[src/source/simd_pkg.sv]
`default_nettype none

package simd_pkg;

  ////////////////////////////////////////////////////////////////////////////
  // widths and sizes
  ////////////////////////////////////////////////////////////////////////////

  localparam int DATA_W = 32;            // one memory word
  localparam int LANE_W = 16;            // two lanes per word
  localparam int ADDR_W = 8;             // data memory address
  localparam int DM_DEPTH = 256;         // words in the data memory

  localparam int INST_QDEPTH = 4;        // queue slots and host credits after reset
  localparam int RES_CREDIT_MAX = 8;     // result credit counter saturates here

  // pipeline depths counted from the issue pulse
  localparam int RD_LAT = 3;             // source data at the alu input
  localparam int WB_LAT = 4;             // write-back and result beat

  localparam int QPTR_W = $clog2(INST_QDEPTH);
  localparam int CRED_W = $clog2(RES_CREDIT_MAX + 1);

  ////////////////////////////////////////////////////////////////////////////
  // types
  ////////////////////////////////////////////////////////////////////////////

  typedef logic [DATA_W-1:0] data_t;
  typedef logic [LANE_W-1:0] lane_t;
  typedef logic [ADDR_W-1:0] dm_addr_t;
  typedef logic [QPTR_W-1:0] qptr_t;     // queue slot index
  typedef logic [QPTR_W:0]   qcnt_t;     // queue occupancy, 0 to INST_QDEPTH
  typedef logic [CRED_W-1:0] res_cnt_t;  // result credits held

  localparam dm_addr_t XFER_BASE = 8'h8f; // first neighbour-transfer word

  typedef enum logic [1:0] {
    OP_ADD = 2'd0,
    OP_SUB = 2'd1,
    OP_MUL = 2'd2,   // low half of the product
    OP_MAX = 2'd3    // unsigned
  } op_e;

  // field order op, src2, src1, dst from msb down
  typedef struct packed {
    op_e      op;
    dm_addr_t src2;
    dm_addr_t src1;
    dm_addr_t dst;
  } inst_t;

  typedef struct packed {
    dm_addr_t dst;
    data_t    data;
  } result_t;

endpackage

`default_nettype wire

[src/source/lane_alu.sv]
`timescale 1ns/10ps
`default_nettype none

module lane_alu (
  input  wire                  clk,
  input  wire                  rst,
  input  wire                  iss_v,
  input  wire simd_pkg::inst_t iss,
  input  wire simd_pkg::data_t src1_data,
  input  wire simd_pkg::data_t src2_data,
  output logic                 wb_v,
  output simd_pkg::data_t      wb_data,
  output logic                 res_v,
  output simd_pkg::result_t    res
);

  import simd_pkg::*;

  // control delayed to meet the ram output
  logic [RD_LAT-1:0] v_pipe;
  op_e               op_pipe  [RD_LAT];
  dm_addr_t          dst_pipe [RD_LAT];

  data_t   alu_out;
  result_t res_q;     // registered result
  logic    res_v_q;

  // one lane, all ops wrap modulo 2^16
  function automatic lane_t lane_op(input op_e op, input lane_t a, input lane_t b);
    logic [2*LANE_W-1:0] prod;
    prod = a * b;
    case (op)
      OP_ADD:  return a + b;
      OP_SUB:  return a - b;
      OP_MUL:  return prod[LANE_W-1:0];   // low half
      default: return (a > b) ? a : b;   // OP_MAX, unsigned
    endcase
  endfunction

  ////////////////////////////////////////////////////////////////////////////
  // alignment stages
  ////////////////////////////////////////////////////////////////////////////

  always_ff @(posedge clk) begin
    if (rst) begin
      v_pipe <= '0;
    end else begin
      v_pipe <= {v_pipe[RD_LAT-2:0], iss_v};
    end
  end

  always_ff @(posedge clk) begin
    op_pipe[0]  <= iss.op;
    dst_pipe[0] <= iss.dst;
    for (int i = 1; i < RD_LAT; i++) begin
      op_pipe[i]  <= op_pipe[i-1];
      dst_pipe[i] <= dst_pipe[i-1];
    end
  end

  ////////////////////////////////////////////////////////////////////////////
  // lanes and output register
  ////////////////////////////////////////////////////////////////////////////

  // lanes never carry into each other
  assign alu_out = {
    lane_op(op_pipe[RD_LAT-1], src1_data[2*LANE_W-1:LANE_W], src2_data[2*LANE_W-1:LANE_W]),
    lane_op(op_pipe[RD_LAT-1], src1_data[LANE_W-1:0], src2_data[LANE_W-1:0])
  };

  always_ff @(posedge clk) begin
    if (rst) begin
      res_v_q <= 1'b0;
    end else begin
      res_v_q <= v_pipe[RD_LAT-1];
    end
  end

  always_ff @(posedge clk) begin
    res_q.dst  <= dst_pipe[RD_LAT-1];
    res_q.data <= alu_out;
  end

  // same beat goes back to memory and out to the consumer
  assign wb_v    = res_v_q;
  assign wb_data = res_q.data;
  assign res_v   = res_v_q;
  assign res     = res_q;

endmodule

`default_nettype wire

[config.mk]
export PLATFORM = sky130hd
export DESIGN_NAME = lane_alu
export DESIGN_NICKNAME = d
export VERILOG_FILES = /design/src/source/simd_pkg.sv /design/src/source/lane_alu.sv
export SDC_FILE = /design/constraint.sdc
export NUM_CORES = 1
export LEC_CHECK = 0
export BUFFER_PORTS_ARGS = -buffer_cell sky130_fd_sc_hd__buf_2
export CAP_MARGIN = 20
export CORE_MARGIN = 5
export CORE_UTILIZATION = 40
export DETAILED_ROUTE_END_ITERATION = 12
export PLACE_DENSITY_LB_ADDON = 0.1
export RECOVER_POWER = 50
export SETUP_SLACK_MARGIN = 0.02
export SKIP_CTS_REPAIR_TIMING = 1
export SLEW_MARGIN = 0
export SYNTH_ARGS = -nofsm -noshare
export SYNTH_HDL_FRONTEND = slang
export SYNTH_SLANG_ARGS = --single-unit
[constraint.sdc]
create_clock -name clk -period 14.2 [get_ports clk]
set_clock_uncertainty 0.05 [all_clocks]
set_input_delay 1.42 -clock clk [delete_from_list [all_inputs] [get_ports clk]]
set_output_delay 1.42 -clock clk [all_outputs]
set_load 0.1 [all_outputs]
==> results.toml <==
[placed_design]
gp_congestion = 0.859
port_buffers = 150
place_hpwl_mm = 31.8
placedCellCount = 2132

[clock_network]
cts_buffers = 9
clock_path_buffers = 2
clock-root-buffer = "clkbuf_16"
cts_tree = "yes"
cts_sinks = 74
cts_htree_levels = 3
clock_latency_ns = 0.36
clk_pin_slew_ns = 0.06

[route]
wirelength_mm = 41.2
vias_per_cell = 5.17
drc = 0
num_vias = 11097
wire_per_inst_um = 19.2
drt_iter0_markers = 575
dr.pass1.iters = 4
ant_nets = 0

[setup_path]
worstPathRequired_ns = 14.36
reg2reg_from = "op_pipe[0][4]$_DFF_P_"
endpoint_kind = "register"
cp_max_fo = 11
r2r_end = "wb_data[31]$_DFF_P_"
critPathLaunchType = "input port"
rr_worst_depth = 11
rrSetupSlack_ns = 11.28
worst_ep_arrival_time_ns = 7.22
crit_type = "input port to register"

[floorplan]
core_area_um2 = 33400
start_util = 0.403
ios = 167
die_y_um = 194
rows = 67
die_w_um = 194
die-area_um2 = 37500

[yosys]
syn-instance-count = 1627
yosysUniqueCellTypes = 70
avgSynthCellArea_um2 = 8.29
synth_area_um2 = 13500
yosys_warnings = 0
yosys.area.top_type = "fa_1"
synth_top_area_frac = 0.243
synth-edff-count = 0
seq_area_frac_synth = 0.110
synth_seq_cells = 74
synth-async-reset-ratio = 0
synth_area_leaders = "fa_1 24%, ha_1 15%, dfxtp_1 11%, inv_1 8.2%, and2_1 5.1%"
synthFlopType = "dfxtp_1"
syn-num-nets = 2044

[layout]
drive_gt1_frac = 0.0971
syn_to_final_growth_pct = 8.11
fin_nets = 2112
antenna_cells = 0
stdcell_count = 2148
utilization = 0.436
nFillCells = 3462

[sta]
setup_violations = 0
min_period_over_period = 0.497
tns_ns = 0
max_clock_freq_mhz = 142
finalHoldViolations = 0
hold_ws_ns = 0.274
min_period_ns = 7.06
maxSlewHeadroom = 0.217
drv_slew = 0
rsz0062_at_grt = "false"
worst_pin_slew_ns = 1.18

[min_path]
min-delay-start = "dst_pipe[2][5]$_DFF_P_"
worstHoldPathType = "register to register"
hold_depth = 0
hold_path_end = "res[37]$_DFF_P_"

[global_routing]
grt_pass1_vias = 11771
grt_pass1_wl_mm = 65.5
antenna_found_initial = 0
grt.overflow.total = 0
grt_max_degree = 54
grt_usage = 0.220

[run_status]
status = "finished, final reports clean"

[power]
power_mw = 2.95
pwr_density_cell_nw_per_um2 = 203
p_leak_nw = 7.18
ir_worst_vdd_mv = 0.140

[flow_run]
max-cap-violations = 0
==> cells in the final DEF (no fill, tap or decap), drive strengths merged, types with 4 or more instances in the layout <==
cell	count
o22ai	6
a221oi	5
and2	111
nand4	10
dfxtp	74
or4	4
a22oi	4
ha	160
xor2	21
o21ai	50
o31ai	8
nor2	94
a211oi	16
mux2i	22
o21a	9
a31oi	11
or3	8
a21o	17
buf	123
xnor2	73
o221ai	10
nand2	161
inv	300
o211ai	8
mux2	13
a21oi	70
o21bai	7
nand2b	15
clkbuf	42
nor2b	15
fa	164
nand3	7
nor3	16
==> worst max-delay path, stage by stage <==
cell	delay [ns]
buf_2	0.26
ha_1	0.34
inv_1	0.09
fa_1	0.46
fa_1	0.52
inv_1	0.06
fa_1	0.49
fa_1	0.49
inv_1	0.05
fa_1	0.50
fa_1	0.43
xor2_1	0.18
xnor2_1	0.14
xnor2_1	0.25
xnor2_1	0.18
xnor3_1	0.37
or4_1	0.52
a21oi_1	0.32
o31ai_1	0.13
==> through the flow <==
stage          setup slack (ns)  cell area, um2
2_1_floorplan              7.58           13500
3_3_place_gp               6.79           14300
3_5_place_dp               6.78           14300
4_1_cts                    7.13           14600
5_1_grt                    6.88           14600
6_report                   7.14           14600
==> how the worst max path moves through the flow <==
stage	cells after the start	end	startpoint
finish	19	wb_data[15]$_DFF_P_	src1_data[7]
global route	19	wb_data[15]$_DFF_P_	src1_data[7]
CTS	19	wb_data[15]$_DFF_P_	src1_data[7]
detailed placement	19	wb_data[15]$_DFF_P_	src1_data[7]
global placement	19	wb_data[15]$_DFF_P_	src1_data[7]
floorplan	19	wb_data[15]$_DFF_P_	src2_data[1]
==> area by class of cell <==
class / instances / area, um2 / share of cell area
clock buffers: 9 / 225 / 0.0154
clock inverters: 7 / 82.6 / 0.00566
inverters: 296 / 1110 / 0.0762
multi-input cells: 1158 / 10400 / 0.711
flip-flops and latches: 74 / 1480 / 0.102
well taps: 448 / 561 / 0.0384
repair buffers: 156 / 754 / 0.0517
==> power by group <==
group          internal, mW  switching (mW)  leakage (nW)
logic                 0.847            1.59          6.42
clock network         0.139           0.108         0.145
registers             0.251          0.0205         0.623
==> metal layers <==
layer | track usage | routed length (um) | vias to the layer above
met3 | 0.0269 | 1710 | 81
met1 | 0.275 | 17600 | 5462
met4 | 0.0834 | 1550 | 0
li1 | - | - | 5290
met2 | 0.390 | 20300 | 264
met5 | 0 | 0 | -
==> cell families after synthesis <==
logic type | Yosys count | share of synthesized area
compound gates | 252 | 0.125
simple gates | 451 | 0.161
xor+xnor | 95 | 0.0627
mux | 36 | 0.0288
fa+ha+maj | 324 | 0.392
flops | 74 | 0.110
buf+inv | 395 | 0.122
==> flip-flops by register name (all words and copies together), names as in the netlist <==
register  cells
wb_data      32
dst_pipe     24
res           8
op_pipe       6
v_pipe        3
res_v         1
==> cells in the mapped netlist, drive strengths merged, types with 5 or more instances <==
library cell,instances
a211oi,16
a21o,17
a21oi,70
a221oi,5
a31oi,11
and2,111
buf,45
clkbuf,54
dfxtp,74
fa,164
ha,160
inv,296
mux2,13
mux2i,22
nand2,161
nand2b,15
nand3,7
nand4,10
nor2,94
nor2b,15
nor3,16
o211ai,8
o21a,9
o21ai,50
o21bai,7
o221ai,10
o22ai,6
o31ai,8
or3,8
xnor2,73
xor2,21
No activity file was read; power rests on OpenSTA's default activity.
