**src/source/simd_pkg.sv**
```systemverilog
`default_nettype none

package simd_pkg;

  ////////////////////////////////////////////////////////////////////////////
  // widths and sizes
  ////////////////////////////////////////////////////////////////////////////

  localparam int DATA_W = 32;            // one memory word
  localparam int LANE_W = 16;            // two lanes per word
  localparam int ADDR_W = 8;             // data memory address
  localparam int DM_DEPTH = 256;         // words in the data memory

  localparam int INST_QDEPTH = 4;        // queue slots and host credits after reset
  localparam int RES_CREDIT_MAX = 8;     // result credit counter saturates here

  // pipeline depths counted from the issue pulse
  localparam int RD_LAT = 3;             // source data at the alu input
  localparam int WB_LAT = 4;             // write-back and result beat

  localparam int QPTR_W = $clog2(INST_QDEPTH);
  localparam int CRED_W = $clog2(RES_CREDIT_MAX + 1);

  ////////////////////////////////////////////////////////////////////////////
  // types
  ////////////////////////////////////////////////////////////////////////////

  typedef logic [DATA_W-1:0] data_t;
  typedef logic [LANE_W-1:0] lane_t;
  typedef logic [ADDR_W-1:0] dm_addr_t;
  typedef logic [QPTR_W-1:0] qptr_t;     // queue slot index
  typedef logic [QPTR_W:0]   qcnt_t;     // queue occupancy, 0 to INST_QDEPTH
  typedef logic [CRED_W-1:0] res_cnt_t;  // result credits held

  localparam dm_addr_t XFER_BASE = 8'h8f; // first neighbour-transfer word

  typedef enum logic [1:0] {
    OP_ADD = 2'd0,
    OP_SUB = 2'd1,
    OP_MUL = 2'd2,   // low half of the product
    OP_MAX = 2'd3    // unsigned
  } op_e;

  // field order op, src2, src1, dst from msb down
  typedef struct packed {
    op_e      op;
    dm_addr_t src2;
    dm_addr_t src1;
    dm_addr_t dst;
  } inst_t;

  typedef struct packed {
    dm_addr_t dst;
    data_t    data;
  } result_t;

endpackage

`default_nettype wire

```
**src/source/inst_issue.sv**
```systemverilog
`timescale 1ns/10ps
`default_nettype none

module inst_issue (
  input  wire                  clk,
  input  wire                  rst,
  input  wire                  inst_v,
  input  wire simd_pkg::inst_t inst,
  input  wire                  res_credit,
  output logic                 inst_credit,
  output logic                 iss_v,
  output simd_pkg::inst_t      iss,
  output logic                 busy
);

  import simd_pkg::*;

  inst_t    q_mem [INST_QDEPTH];   // instruction queue
  qptr_t    wr_ptr;
  qptr_t    rd_ptr;
  qcnt_t    q_cnt;                 // occupancy
  logic     q_empty;
  res_cnt_t res_cnt;               // result credits held

  // scoreboard, one slot per cycle in flight
  dm_addr_t          sb_dst [WB_LAT];
  logic [WB_LAT-1:0] sb_v;
  logic              hazard;

  ////////////////////////////////////////////////////////////////////////////
  // queue
  ////////////////////////////////////////////////////////////////////////////

  always_ff @(posedge clk) begin
    if (inst_v) begin
      q_mem[wr_ptr] <= inst;   // host never overruns, it holds the credits
    end
  end

  always_ff @(posedge clk) begin
    if (rst) begin
      wr_ptr <= '0;
      rd_ptr <= '0;
      q_cnt  <= '0;
    end else begin
      if (inst_v) wr_ptr <= wr_ptr + 1'b1;
      if (iss_v) rd_ptr <= rd_ptr + 1'b1;
      case ({inst_v, iss_v})
        2'b10:   q_cnt <= q_cnt + 1'b1;
        2'b01:   q_cnt <= q_cnt - 1'b1;
        default: q_cnt <= q_cnt;   // push and pop cancel
      endcase
    end
  end

  assign q_empty = (q_cnt == '0);
  assign iss     = q_mem[rd_ptr];   // head

  ////////////////////////////////////////////////////////////////////////////
  // result credits
  ////////////////////////////////////////////////////////////////////////////

  always_ff @(posedge clk) begin
    if (rst) begin
      res_cnt <= '0;
    end else if (res_credit && !iss_v && res_cnt != res_cnt_t'(RES_CREDIT_MAX)) begin
      res_cnt <= res_cnt + 1'b1;    // saturating grant
    end else if (!res_credit && iss_v) begin
      res_cnt <= res_cnt - 1'b1;    // one per issue
    end
  end

  ////////////////////////////////////////////////////////////////////////////
  // raw hazard check and issue
  ////////////////////////////////////////////////////////////////////////////

  // a source matching any in-flight dst waits
  always_comb begin
    hazard = 1'b0;
    for (int i = 0; i < WB_LAT; i++) begin
      if (sb_v[i] && (sb_dst[i] == iss.src1 || sb_dst[i] == iss.src2)) begin
        hazard = 1'b1;
      end
    end
  end

  assign iss_v       = !q_empty && (res_cnt != '0) && !hazard;
  assign inst_credit = iss_v;   // slot frees on issue

  // entry leaves after WB_LAT cycles, dst is in the ram by then
  always_ff @(posedge clk) begin
    if (rst) begin
      sb_v <= '0;
    end else begin
      sb_v <= {sb_v[WB_LAT-2:0], iss_v};
    end
  end

  always_ff @(posedge clk) begin
    sb_dst[0] <= iss.dst;
    for (int i = 1; i < WB_LAT; i++) begin
      sb_dst[i] <= sb_dst[i-1];
    end
  end

  assign busy = !q_empty || (sb_v != '0);   // queued or in flight

endmodule

`default_nettype wire

```
**config.mk**
```make
export PLATFORM = sky130hd
export DESIGN_NAME = inst_issue
export DESIGN_NICKNAME = d
export VERILOG_FILES = /design/src/source/simd_pkg.sv /design/src/source/inst_issue.sv
export SDC_FILE = /design/constraint.sdc
export NUM_CORES = 1
export LEC_CHECK = 0
export ABC_AREA = 1
export BUFFER_PORTS_ARGS = -buffer_cell sky130_fd_sc_hd__clkbuf_2
export CAP_MARGIN = 20
export CORE_ASPECT_RATIO = 0.8
export CORE_MARGIN = 2
export CORE_UTILIZATION = 50
export DETAILED_ROUTE_END_ITERATION = 10
export MAX_ROUTING_LAYER = met4
export PLACE_DENSITY = 0.69
export REMOVE_ABC_BUFFERS = 1
export SETUP_SLACK_MARGIN = 0.02
export SKIP_LAST_GASP = 1
export SLEW_MARGIN = 5
export SYNTH_ARGS = -nofsm -noshare
export SYNTH_HDL_FRONTEND = slang
export SYNTH_SLANG_ARGS = --single-unit
```
**constraint.sdc**
```tcl
create_clock -name clk -period 3.1 [get_ports clk]
set_clock_uncertainty 0.2 [all_clocks]
set_input_delay 0.155 -clock clk [delete_from_list [all_inputs] [get_ports clk]]
set_output_delay 0.155 -clock clk [all_outputs]
set_load 0.005 [all_outputs]
```
==> results of run 1 <==
## layer usage
metal / routed length (um) / part of all wire / GRT usage / up-vias
met4: 256 / 0.015 / 0.0833 / 0
met1: 7560 / 0.45 / 0.300 / 2613
met2: 8180 / 0.49 / 0.391 / 157
li1: - / - / - / 2691
met5: 0 / 0 / - / -
met3: 797 / 0.047 / 0.0535 / 24
## tightest hold or removal path: cells and delay by family
| kind | cells | cell delay [ps] |
|---|---|---|
| AO/OA/AOI/OAI | 1 | 60 |
| buffers and inverters | 2 | 160 |
| AND/OR/NAND/NOR | 2 | 250 |
## worst max path at each step
stage          cells after the start  startpoint       end  slack [ps]
6_report                          24        flop  q_cnt[2]          50
5_1_grt                           24        flop  q_cnt[2]        -130
4_1_cts                           24        flop  q_cnt[2]           3
3_5_place_dp                      24        flop  q_cnt[2]         -70
3_3_place_gp                      24        flop  q_cnt[2]           7
2_1_floorplan                     23        flop  q_cnt[2]        -810
## repair_timing
| item | 4_1_cts | 5_1_grt |
|---|---|---|
| cloned | 1 | 0 |
| buffers inserted | 2 | 22 |
| hold buffers | 28 | 0 |
| endpoints found under the hold margin | 113 | 0 |
| gates resized for setup | 27 | 39 |
| setup endpoints to repair | 3 | 4 |
| pin swaps | 5 | 23 |
## power by group
group / leakage [nW] / switching [mW] / internal, mW
Sequential: 1.37 / 0.314 / 2.53
Combinational: 2.34 / 2.08 / 1.44
Clock: 0.300 / 0.898 / 1.22
## state kept, by name, indices dropped and copies added (netlist names), named ones only
| name | flops |
|---|---|
| res_cnt | 4 |
| q_mem | 104 |
| rd_ptr | 2 |
| sb_v | 4 |
| q_cnt | 3 |
| sb_dst | 32 |
| wr_ptr | 2 |
## cell families (layout without fill, tap and decap cells)
family | Yosys count | count (layout)
adders and majority gates | 9 | 9
buffers and inverters | 102 | 252
and+or+nand+nor | 420 | 420
DFF | 153 | 153
xor gates and xnor gates | 2 | 2
AOI/OAI and AO/OA | 50 | 50
## cell type report
cell class | instances | area (um2) | share of cell area
inverter | 84 | 335 | 0.0373
sequential | 153 | 4110 | 0.457
clock buffer | 17 | 425 | 0.0473
multi-input combinational | 481 | 2660 | 0.296
clock inverter | 15 | 178 | 0.0198
timing repair buffer | 136 | 1050 | 0.117
tap | 180 | 225 | 0.0251
## cells in the final DEF (no fill, tap or decap), drive strengths merged, types with 2 or more instances in the layout
master,count
inv,93
nor3,2
bufinv,2
clkinv,4
clkbuf,75
nand2,274
ha,7
edfxtp,104
nand3,93
dlygate4sd3,28
nor2,50
buf,50
fa,2
o21ai,28
a21oi,9
dfxtp,49
o22ai,10
==> impl_results.md, run 1 <==
- Status: finished clean
- Worst path cell trace: buf_12 > clkinv_8 > buf_12 > buf_4 > nand3_4 > nand2_4 > nand2_1 > nand2_1 > nand2_2 > nor2_1 > nand2_1 > nand2_2 > nand2_2 > nand2_2 > nor2_4 > nand2_2 > inv_2 > ha_4 > inv_4 > fa_2 > a21oi_2 > o21ai_2 > o21ai_1 > a21oi_1
- Top Family by Delay on Critical Path: simple AND/OR/NAND/NOR gates
- Sequential-to-total area share from yosys stat: 0.585
- Total power: roughly 8.5 mW
- Yosys top cell by area: edfxtp_1
- Arrival time of the worst setup path: 3180 ps
- Overall track demand over capacity in global routing: 0.240
- Hold Fails Final Rpt: 0
- Fraction of layout cells with a size suffix above 1: 0.275
- CTS Buffer Depth: 2
- Iter 0 DRT Violations: about 380
- Critical path buffers and inverters: 6
- Synth cell types: 32
- Complex-gate fraction of the synthesized area: 0.0407
- H-tree levels: 4
- Placed insts: 981
- Vias in the first global route: 5275
- Cell mode on critical path: nand2_2
- First-pass GRT wire length: 26000 um
- FF+latch count, synth: 153
- Worst-Skew Late Latency: 440 ps
- Hold path depth: 5
- Placed cell areas: 7630 um2
- Mux share of post-synthesis cell area: 0
- CP endpoint kind: flop
- Number of cell rows: 38
- Internal reg-to-reg setup slack: 50 ps
- Synth warnings: 0
- Fin cells: 1066
- Die width: 136 um
- Reg2Reg Capture Point: q_cnt[2]
- WHS Endpoint: res_cnt[1]
- Nets: 912
- Post-Place Worst Slack: -66.3 ps
- Synth area leaders: edfxtp_1 (45%), dfxtp_1 (14%), nand2_1 (14%)
- Final WL: 16800 um
- PortBufs: 58
- Unrepaired setup endpoints after global routing: true
- WL/cell: 15.7 um
- Ant diodes: 0
- Final critical-path share of the clock period: 0.984
- Average size of a mapped cell: 9.53 um2
- Tmin final: 3050 ps
- Synth Area in XOR/XNOR: 0.00357
- CP peak stage delay: 370 ps
- Hold Startpoint: res_credit
- Clock Sinks: 153
- Count leader, synth: nand2_1
- Pin count of the biggest net entering global routing: 35
- EDFF count, synth: 104
- Setup violations, final: 0
- Die Span Y: 110 um
- Placed wire-length estimate: 10800 um
- Worst-Margin Slew: 462 ps
- Crit start category: flop
- Leak: 4.01 nW
- Critical path class: reg2reg
- Final-layout fill cell count: 1011
- Io pins: 59
- Vias post-DR: ~5500
- Routed vias/inst: 5.15
- Post-synth top area share: 0.445
- Routed Antenna Nets: 0
- Cells after Synth: ~740
- P&R area growth vs syn: 28.2%
- Setup TNS: 0 ps
- Max FO, Critical Path: 8
- Top cell types by occurrence after synthesis: nand2_1 (253), edfxtp_1 (104), inv_1 (73)
- Clock Root Buffer: clkbuf_16
- Design area: 8990 um2
- Max VDD drop: 0.000498 V
- Grt total ovfl: 0
- Async set or reset register ratio after synthesis: 0
- Initial antenna violation count: 0
- Die ar.: 15000 um2
- Max_slew headroom: 0.692
- Power Density: 943 nW/um2
- Largest family of logic cells by synthesized area: simple AND/OR/NAND/NOR gates
- Utilization after layout: 0.659
- Remaining DRCs: 0
- Max-cap violations: 0
- Worst r2r path cells: 24
- Crit path max-delay cell type: fa_2
- Post-synthesis simple-gate area fraction: 0.286
- Hold WC Path Type: in2reg
- Routability cong.: between 0.9 and 1
- Pre-antenna DRT Iters: 6
- Floorplan core area: between 10000 and 15000 um2
- Main synth FF type: edfxtp_1
- Critical Path RT: 3230 ps
- CTS buffer count: 17
- Final Max Tran Viols: 0
- CTS tree: done
- Hold slack: 25.9 ps
- Adder-Cell Fraction of Synth Area: 0.0182
- Cell Area, Synth: 7010 um2
- Final WS setup: 50.6 ps
- Initial core utilization: 0.514
- Maximum clock rate: 0.328 GHz
- Clock Pin Slew Worst Setup and Hold Paths: ~70 ps
Note: power is estimated with default switching activity, not from simulation.
==> run 2: changes to the inputs <==
- CELL_PAD_IN_SITES_DETAIL_PLACEMENT: unset -> 0
- CELL_PAD_IN_SITES_GLOBAL_PLACEMENT: unset -> 2
- CORE_UTILIZATION: 50 -> 38
- PLACE_DENSITY: 0.69 -> unset
- PLACE_DENSITY_LB_ADDON: unset -> 0.1
==> run 2 against run 1 <==
  * Combinational power is 4% lower
  * Clock power down 3%
  * Maximum frequency is 2.4% higher
  * Total power is 2.6% lower
  * Utilization shrank 16 points
  * Non-clock buffer count down 2
  * Critical path depth grew 1
  * Design area fell by 0.38%
  * Largest cell class unchanged
  * Largest power group unchanged
==> impl_results.md, run 2 (synthesis results as in run 1) <==
- WL/cell: 15.5 um (-1.5%)
- Commonest cells after routing, fill and taps aside: nand2_1 (245), edfxtp_1 (104), inv_1 (71)
- Status: finished clean
- Overall track demand over capacity in global routing: 0.190 (-0.0501)
- Placed cell areas: 7790 um2 (+2.2%)
- Grt total ovfl: 0 (unchanged)
- Pin count of the biggest net entering global routing: 27 (-23%)
- Pre-antenna DRT Iters: 4 (-2)
- Remaining DRCs: 0 (unchanged)
- P&R area growth vs syn: 27.7%
- Crit path max-delay cell type: dfxtp_4
- Max reg flops: 104 (unchanged)
- Power Density: 922 nW/um2 (-2.2%)
- Final Max Tran Viols: 0 (unchanged)
- Sw Pwr: 3.22 mW (-2.1%)
- Placed insts: 1045 (+6.5%)
- Worst r2r path cells: 25 (+4.2%)
- Routed vias/inst: 4.72 (-8.3%)
- Logic pwr share: 0.408 (-0.007)
- Switching part of the total power: 0.390 (+0.00196)
- Critical path class: reg2reg
- Clock power share: 0.248 (-0.002)
- Initial antenna violation count: 0 (unchanged)
- Iter 0 DRT Violations: 336 (-11%)
- Floorplan core area: 18100 um2 (+33%)
- Initial core utilization: 0.387 (-0.127)
- Io pins: 59 (unchanged)
- Setup TNS: 0 ps (unchanged)
- Reg2Reg Capture Point: res_cnt[3]
- PortBufs: 58 (unchanged)
- Nets: 910 (-0.22%)
- Final WL: 17300 um (+3.0%)
- Most common cell after layout, fill and taps aside: nand2_1
- Leak: 3.99 nW (-0.39%)
- Placed wire-length estimate: 11800 um (+9.4%)
- Tmin final: 2980 ps (-72.8 ps)
- CTS tree: done
- Clock Root Buffer: clkbuf_16
- Die Span Y: 125 um (+14%)
- Final-layout fill cell count: 1686 (+67%)
- CTS Buffer Depth: 2 (unchanged)
- Number of cell rows: 44 (+16%)
- Routed Antenna Nets: 0 (unchanged)
- Top Registers: q_mem: 104 flops, sb_dst: 32 flops
- Vias post-DR: 5254 (-4.2%)
- H-tree levels: 4 (unchanged)
- Max FO, Critical Path: 16 (+8)
- Maximum clock rate: 0.336 GHz (+2.4%)
- Hold Fails Final Rpt: 0 (unchanged)
- Unrepaired setup endpoints after global routing: true
- Worst-Skew Late Latency: 420 ps (-20 ps)
- Routability cong.: 0.828 (-11%)
- Max VDD drop: 0.000535 V (+7.6%)
- Cell mode on critical path: nand2_1
- Critical Path RT: 3220 ps (about the same)
- Die width: 156 um (+14%)
- First-pass GRT wire length: 26900 um (+3.5%)
- CP endpoint: res_cnt[3]
- Vias in the first global route: 4854 (-8.0%)
- Hold slack: 175 ps (+149 ps)
- Largest Register: q_mem
- Fraction of layout cells with a size suffix above 1: 0.258 (-0.0175)
- Crit start category: flop
- Max_slew headroom: 0.688 (-0.00353)
- Ant diodes: 0 (unchanged)
- Clock Sinks: 153 (unchanged)
- CTS buffer count: 17 (unchanged)
- Design area: 8950 um2 (-0.38%)
- Sequential fraction of design power: 0.344 (+0.009)
- Clock Pin Slew Worst Setup and Hold Paths: 70 ps (about the same)
- Worst-Margin Slew: 467 ps (+5.30 ps)
- Internal reg-to-reg setup slack: 120 ps (+70 ps)
- CP peak stage delay: 410 ps (+40 ps)
- Final critical-path share of the clock period: 0.960 (-0.0235)
- Die ar.: 19600 um2 (+30%)
- Cell internal pwr: 5.04 mW (-2.9%)
- Fin cells: 1114 (+4.5%)
- Max-cap violations: 0 (unchanged)
- Arrival time of the worst setup path: 3090 ps (-90 ps)
- CP endpoint kind: flop
- Hold WC Path Type: reg2reg
- Setup violations, final: 0 (unchanged)
==> run 2: what timing repair did <==
item	4_1_cts	5_1_grt
pin swaps	0	5
setup buffers	2	5
cloned	1	0
hold buffers	29	0
gates resized for setup	18	33
hold endpoints to repair	113	0
setup endpoints to repair	6	7
==> run 2: final cells by class <==
| cell class | instances | area [um2] | area share |
|---|---|---|---|
| sequential | 153 | 4110 | 0.459 |
| multi-input combinational | 481 | 2600 | 0.290 |
| inverter | 84 | 330 | 0.0369 |
| clock buffer | 18 | 429 | 0.0479 |
| timing repair buffer | 134 | 1040 | 0.116 |
| tap | 230 | 288 | 0.0321 |
| clock inverter | 14 | 158 | 0.0176 |
==> run 2: through the flow <==
stage / util / worst slack (ps) / power (mW)
5_1_grt: 0.494 / -147 / 8.85
6_report: 0.494 / 123 / 8.25
3_3_place_gp: 0.430 / -69.1 / 5.96
4_1_cts: 0.485 / 24.2 / 8.17
3_5_place_dp: 0.430 / -136 / 5.97
2_1_floorplan: - / -815 / 4.73
==> run 2: critical path, delay by kind of cell, from the launching register on <==
family | cells | cell delay, ps
fa+ha+maj | 1 | 240
buf+inv | 5 | 490
simple gates | 17 | 1170
compound gates | 2 | 360
flops | 1 | 410
==> run 2: routing by layer <==
metal,routed length [um],global-route usage,up-vias
met5,0,-,-
met1,8880,0.271,2465
met3,550,0.0343,15
met2,7690,0.283,91
li1,-,-,2683
met4,162,0.0453,0
==> run 2: worst min path at each step <==
stage                        end  depth (start not counted)         start  slack [ps]
detailed placement  sb_dst[2][3]                          0  sb_dst[1][3]         170
global placement     q_mem[2][4]                          1       inst[4]         170
finish              sb_dst[2][4]                          0  sb_dst[1][4]         170
CTS                 sb_dst[2][4]                          0  sb_dst[1][4]         180
global route        sb_dst[2][3]                          0  sb_dst[1][3]         190
floorplan             res_cnt[1]                          1           rst          20
==> run 2: power groups by stage <==
stage                     sequential, mW  combinational [mW]  clock [mW]
after CTS                           2.83                3.26        2.08
after global routing                2.89                3.80        2.17
after global placement              2.86                3.10           0
after detailed placement            2.86                3.11           0
final                               2.84                3.37        2.05
after floorplan                     2.82                1.91           0
==> run 3: changes to the inputs <==
--- a/constraint.sdc
+++ b/constraint.sdc
@@ -4,2 +4,2 @@
 set_output_delay 0.155 -clock clk [all_outputs]
-set_load 0.005 [all_outputs]
+set_load 0.1 [all_outputs]
==> run 3 against run 2 <==
  * Hold slack better by 3.7 ps
  * Flip-flop and latch count stayed put
  * Wire length is 2.5% higher
  * Sequential share of layout area is 1.5 points lower
  * Sequential power hardly changed
  * Utilization is 1.7 points higher
  * Final cell count is 0.90% higher
  * Design area is 3.4% higher
  * Via count is 0.23% higher
  * First-iteration DRC count is 5.7% lower
  * Combinational power is 53% higher
  * Die area stayed put
  * Largest power group unchanged
==> impl_results.md, run 3 (synthesis results as in run 1) <==
- Clock Root Buffer: clkbuf_16
- Unrepaired setup endpoints after global routing: true
- Placed wire-length estimate: 11900 um (+0.48%)
- GR Layer Usage met3: 0.0371 (+0.00277)
- Final WS setup: 124 ps (+0.344 ps)
- Sequential fraction of design power: 0.281 (-0.063)
- Worst path cell trace: buf_12 > nand2_1 > nand3_4 > nand2_4 > buf_4 > nand2_1 > nand2_1 > nand3_1 > nor2_1 > nand2_1 > nand2_1 > nand2_1 > nand2_2 > inv_2 > nand2_2 > inv_2 > ha_4 > inv_2 > fa_2 > a21oi_2 > o21ai_1 > o21ai_1 > a21oi_1
- Hold Fails Final Rpt: 0 (unchanged)
- Grt total ovfl: 0 (unchanged)
- Max reg flops: 104 (unchanged)
- Met1 Resource Use GR: 0.269 (-0.00181)
- Max-cap violations: 0 (unchanged)
- Initial antenna violation count: 0 (unchanged)
- Largest Register: q_mem
- Fraction of layout cells with a size suffix above 1: 0.279 (+0.0206)
- Die Span Y: 125 um (unchanged)
- Max FO, Critical Path: 20 (+4)
- Busiest metal layer after global routing: met2
- Status: finished clean
- Internal reg-to-reg setup slack: 120 ps (about the same)
- Die width: 156 um (unchanged)
- Sw Pwr: 4.74 mW (+47%)
- Clock power share: 0.211 (-0.037)
- Routed vias/inst: 4.69 (-0.66%)
- Final critical-path share of the clock period: 0.960 (about the same)
- Met2 usage in global routing: 0.298 (+0.0141)
- Nets: 920 (+1.1%)
- Remaining DRCs: 0 (unchanged)
- Cell mode on critical path: nand2_1
- Pin count of the biggest net entering global routing: 41 (+52%)
- CTS Buffer Depth: 2 (unchanged)
- Maximum clock rate: 0.336 GHz (about the same)
- Placed cell areas: 7910 um2 (+1.5%)
- Post-Place Worst Slack: -123 ps (+13.5 ps)
- Arrival time of the worst setup path: 3090 ps (about the same)
- Overall track demand over capacity in global routing: 0.195 (+0.00508)
- Die ar.: 19600 um2 (unchanged)
- CP endpoint kind: flop
- Power Density: 1090 nW/um2 (+19%)
- Max VDD drop: 0.000655 V (+22%)
- PortBufs: 58 (unchanged)
- CTS buffer count: 17 (unchanged)
- Number of cell rows: 44 (unchanged)
- Hold Startpoint: sb_dst[2][6]
- Most common cell after layout, fill and taps aside: nand2_1
- First-pass GRT wire length: 27800 um (+3.4%)
- Routed Antenna Nets: 0 (unchanged)
- Initial core utilization: 0.387 (unchanged)
- Final Max Tran Viols: 0 (unchanged)
- Final WL: 17700 um (+2.5%)
- Critical path class: reg2reg
- H-tree levels: 4 (unchanged)
- Top Registers: q_mem: 104 flops, sb_dst: 32 flops
- Clock Sinks: 153 (unchanged)
- Commonest cells after routing, fill and taps aside: nand2_1 (238), edfxtp_1 (104), inv_1 (71)
- Crit start category: flop
- Vias in the first global route: 5166 (+6.4%)
- Placed insts: 1047 (+0.19%)
- Hold WC Path Type: reg2reg
- CTS tree: done
- Pre-antenna DRT Iters: 4 (unchanged)
- Worst-Margin Slew: 555 ps (+87.9 ps)
- Setup TNS: 0 ps (unchanged)
- WL/cell: 15.8 um (+1.6%)
- Routability cong.: 0.824 (-0.40%)
- Ant diodes: 0 (unchanged)
- Floorplan core area: 18100 um2 (unchanged)
- CP peak stage delay: 410 ps (about the same)
- Fin cells: 1124 (+0.90%)
- Design area: 9250 um2 (+3.4%)
- Hold slack: 178 ps (+3.72 ps)
- Worst-Skew Late Latency: 430 ps (about the same)
- Tmin final: 2980 ps (-0.344 ps)
- Logic pwr share: 0.508 (+0.100)
- Iter 0 DRT Violations: 317 (-5.7%)
- Setup violations, final: 0 (unchanged)
- Critical Path RT: 3210 ps (about the same)
- P&R area growth vs syn: 32.0%
- Clock Pin Slew Worst Setup and Hold Paths: 70 ps (about the same)
- Vias post-DR: 5266 (+0.23%)
- Leak: 4.07 nW (+2.0%)
- Io pins: 59 (unchanged)
- Max_slew headroom: 0.631 (-0.0570)
- Cell internal pwr: 5.39 mW (+7.0%)
- Switching part of the total power: 0.468 (+0.0782)
- Crit path max-delay cell type: dfxtp_4
## run 3: changes by cell type in the layout (fill, tap and decap cells not counted), moves of 4 or more
cell	delta
buf_4	+24
clkbuf_2	-21
nand2_1	-7
buf_12	+4
nand2_2	+4
## run 3: metal layers
layer	share of wire	wire, um
met1	0.51	9020
met2	0.46	8100
met3	0.027	475
met4	0.0066	117
met5	0	0
## run 3: path summary, 6_finish.rpt
| check | endpoint | depth (start not counted) |
|---|---|---|
| hold reg to reg | sb_dst[3][6] | 0 |
| setup reg to reg | q_cnt[2] | 23 |
| setup / recovery | q_cnt[2] | 23 |
| hold / removal | sb_dst[3][6] | 0 |
## run 3: area by class of cell
type	instances	area [um2]
clock buffer	18	429
clock inverter	14	174
fill	1653	8860
inverter	84	335
multi-input combinational	481	2680
sequential	153	4110
tap	230	288
timing repair buffer	144	1240
## run 3: metrics by stage
step	utilization	power (mW)
4_1_cts	0.492	9.92
6_report	0.511	10.1
2_1_floorplan	-	6.16
3_5_place_dp	0.437	7.63
5_1_grt	0.511	10.8
3_3_place_gp	0.437	7.62
## run 3: power groups by stage
stage / Clock, mW / Combinational, mW / Sequential (mW)
floorplan: 0 / 3.34 / 2.82
global placement: 0 / 4.76 / 2.86
detailed placement: 0 / 4.76 / 2.87
CTS: 2.17 / 4.91 / 2.83
global route: 2.28 / 5.61 / 2.89
finish: 2.13 / 5.15 / 2.85
## run 3: worst max-delay path: cells and delay by family, from the launching register on
family	cells	cell delay, ps
flops	1	410
compound gates	4	380
simple gates	12	850
fa+ha+maj	2	490
buf+inv	5	510
## run 3: what timing repair did
action / 4_1_cts / 5_1_grt
gates cloned: 1 / 1
setup buffers: 2 / 12
setup endpoints to repair: 6 / 7
hold buffers: 29 / 0
pin swaps: 3 / 20
gates resized for setup: 18 / 53
endpoints found under the hold margin: 113 / 0
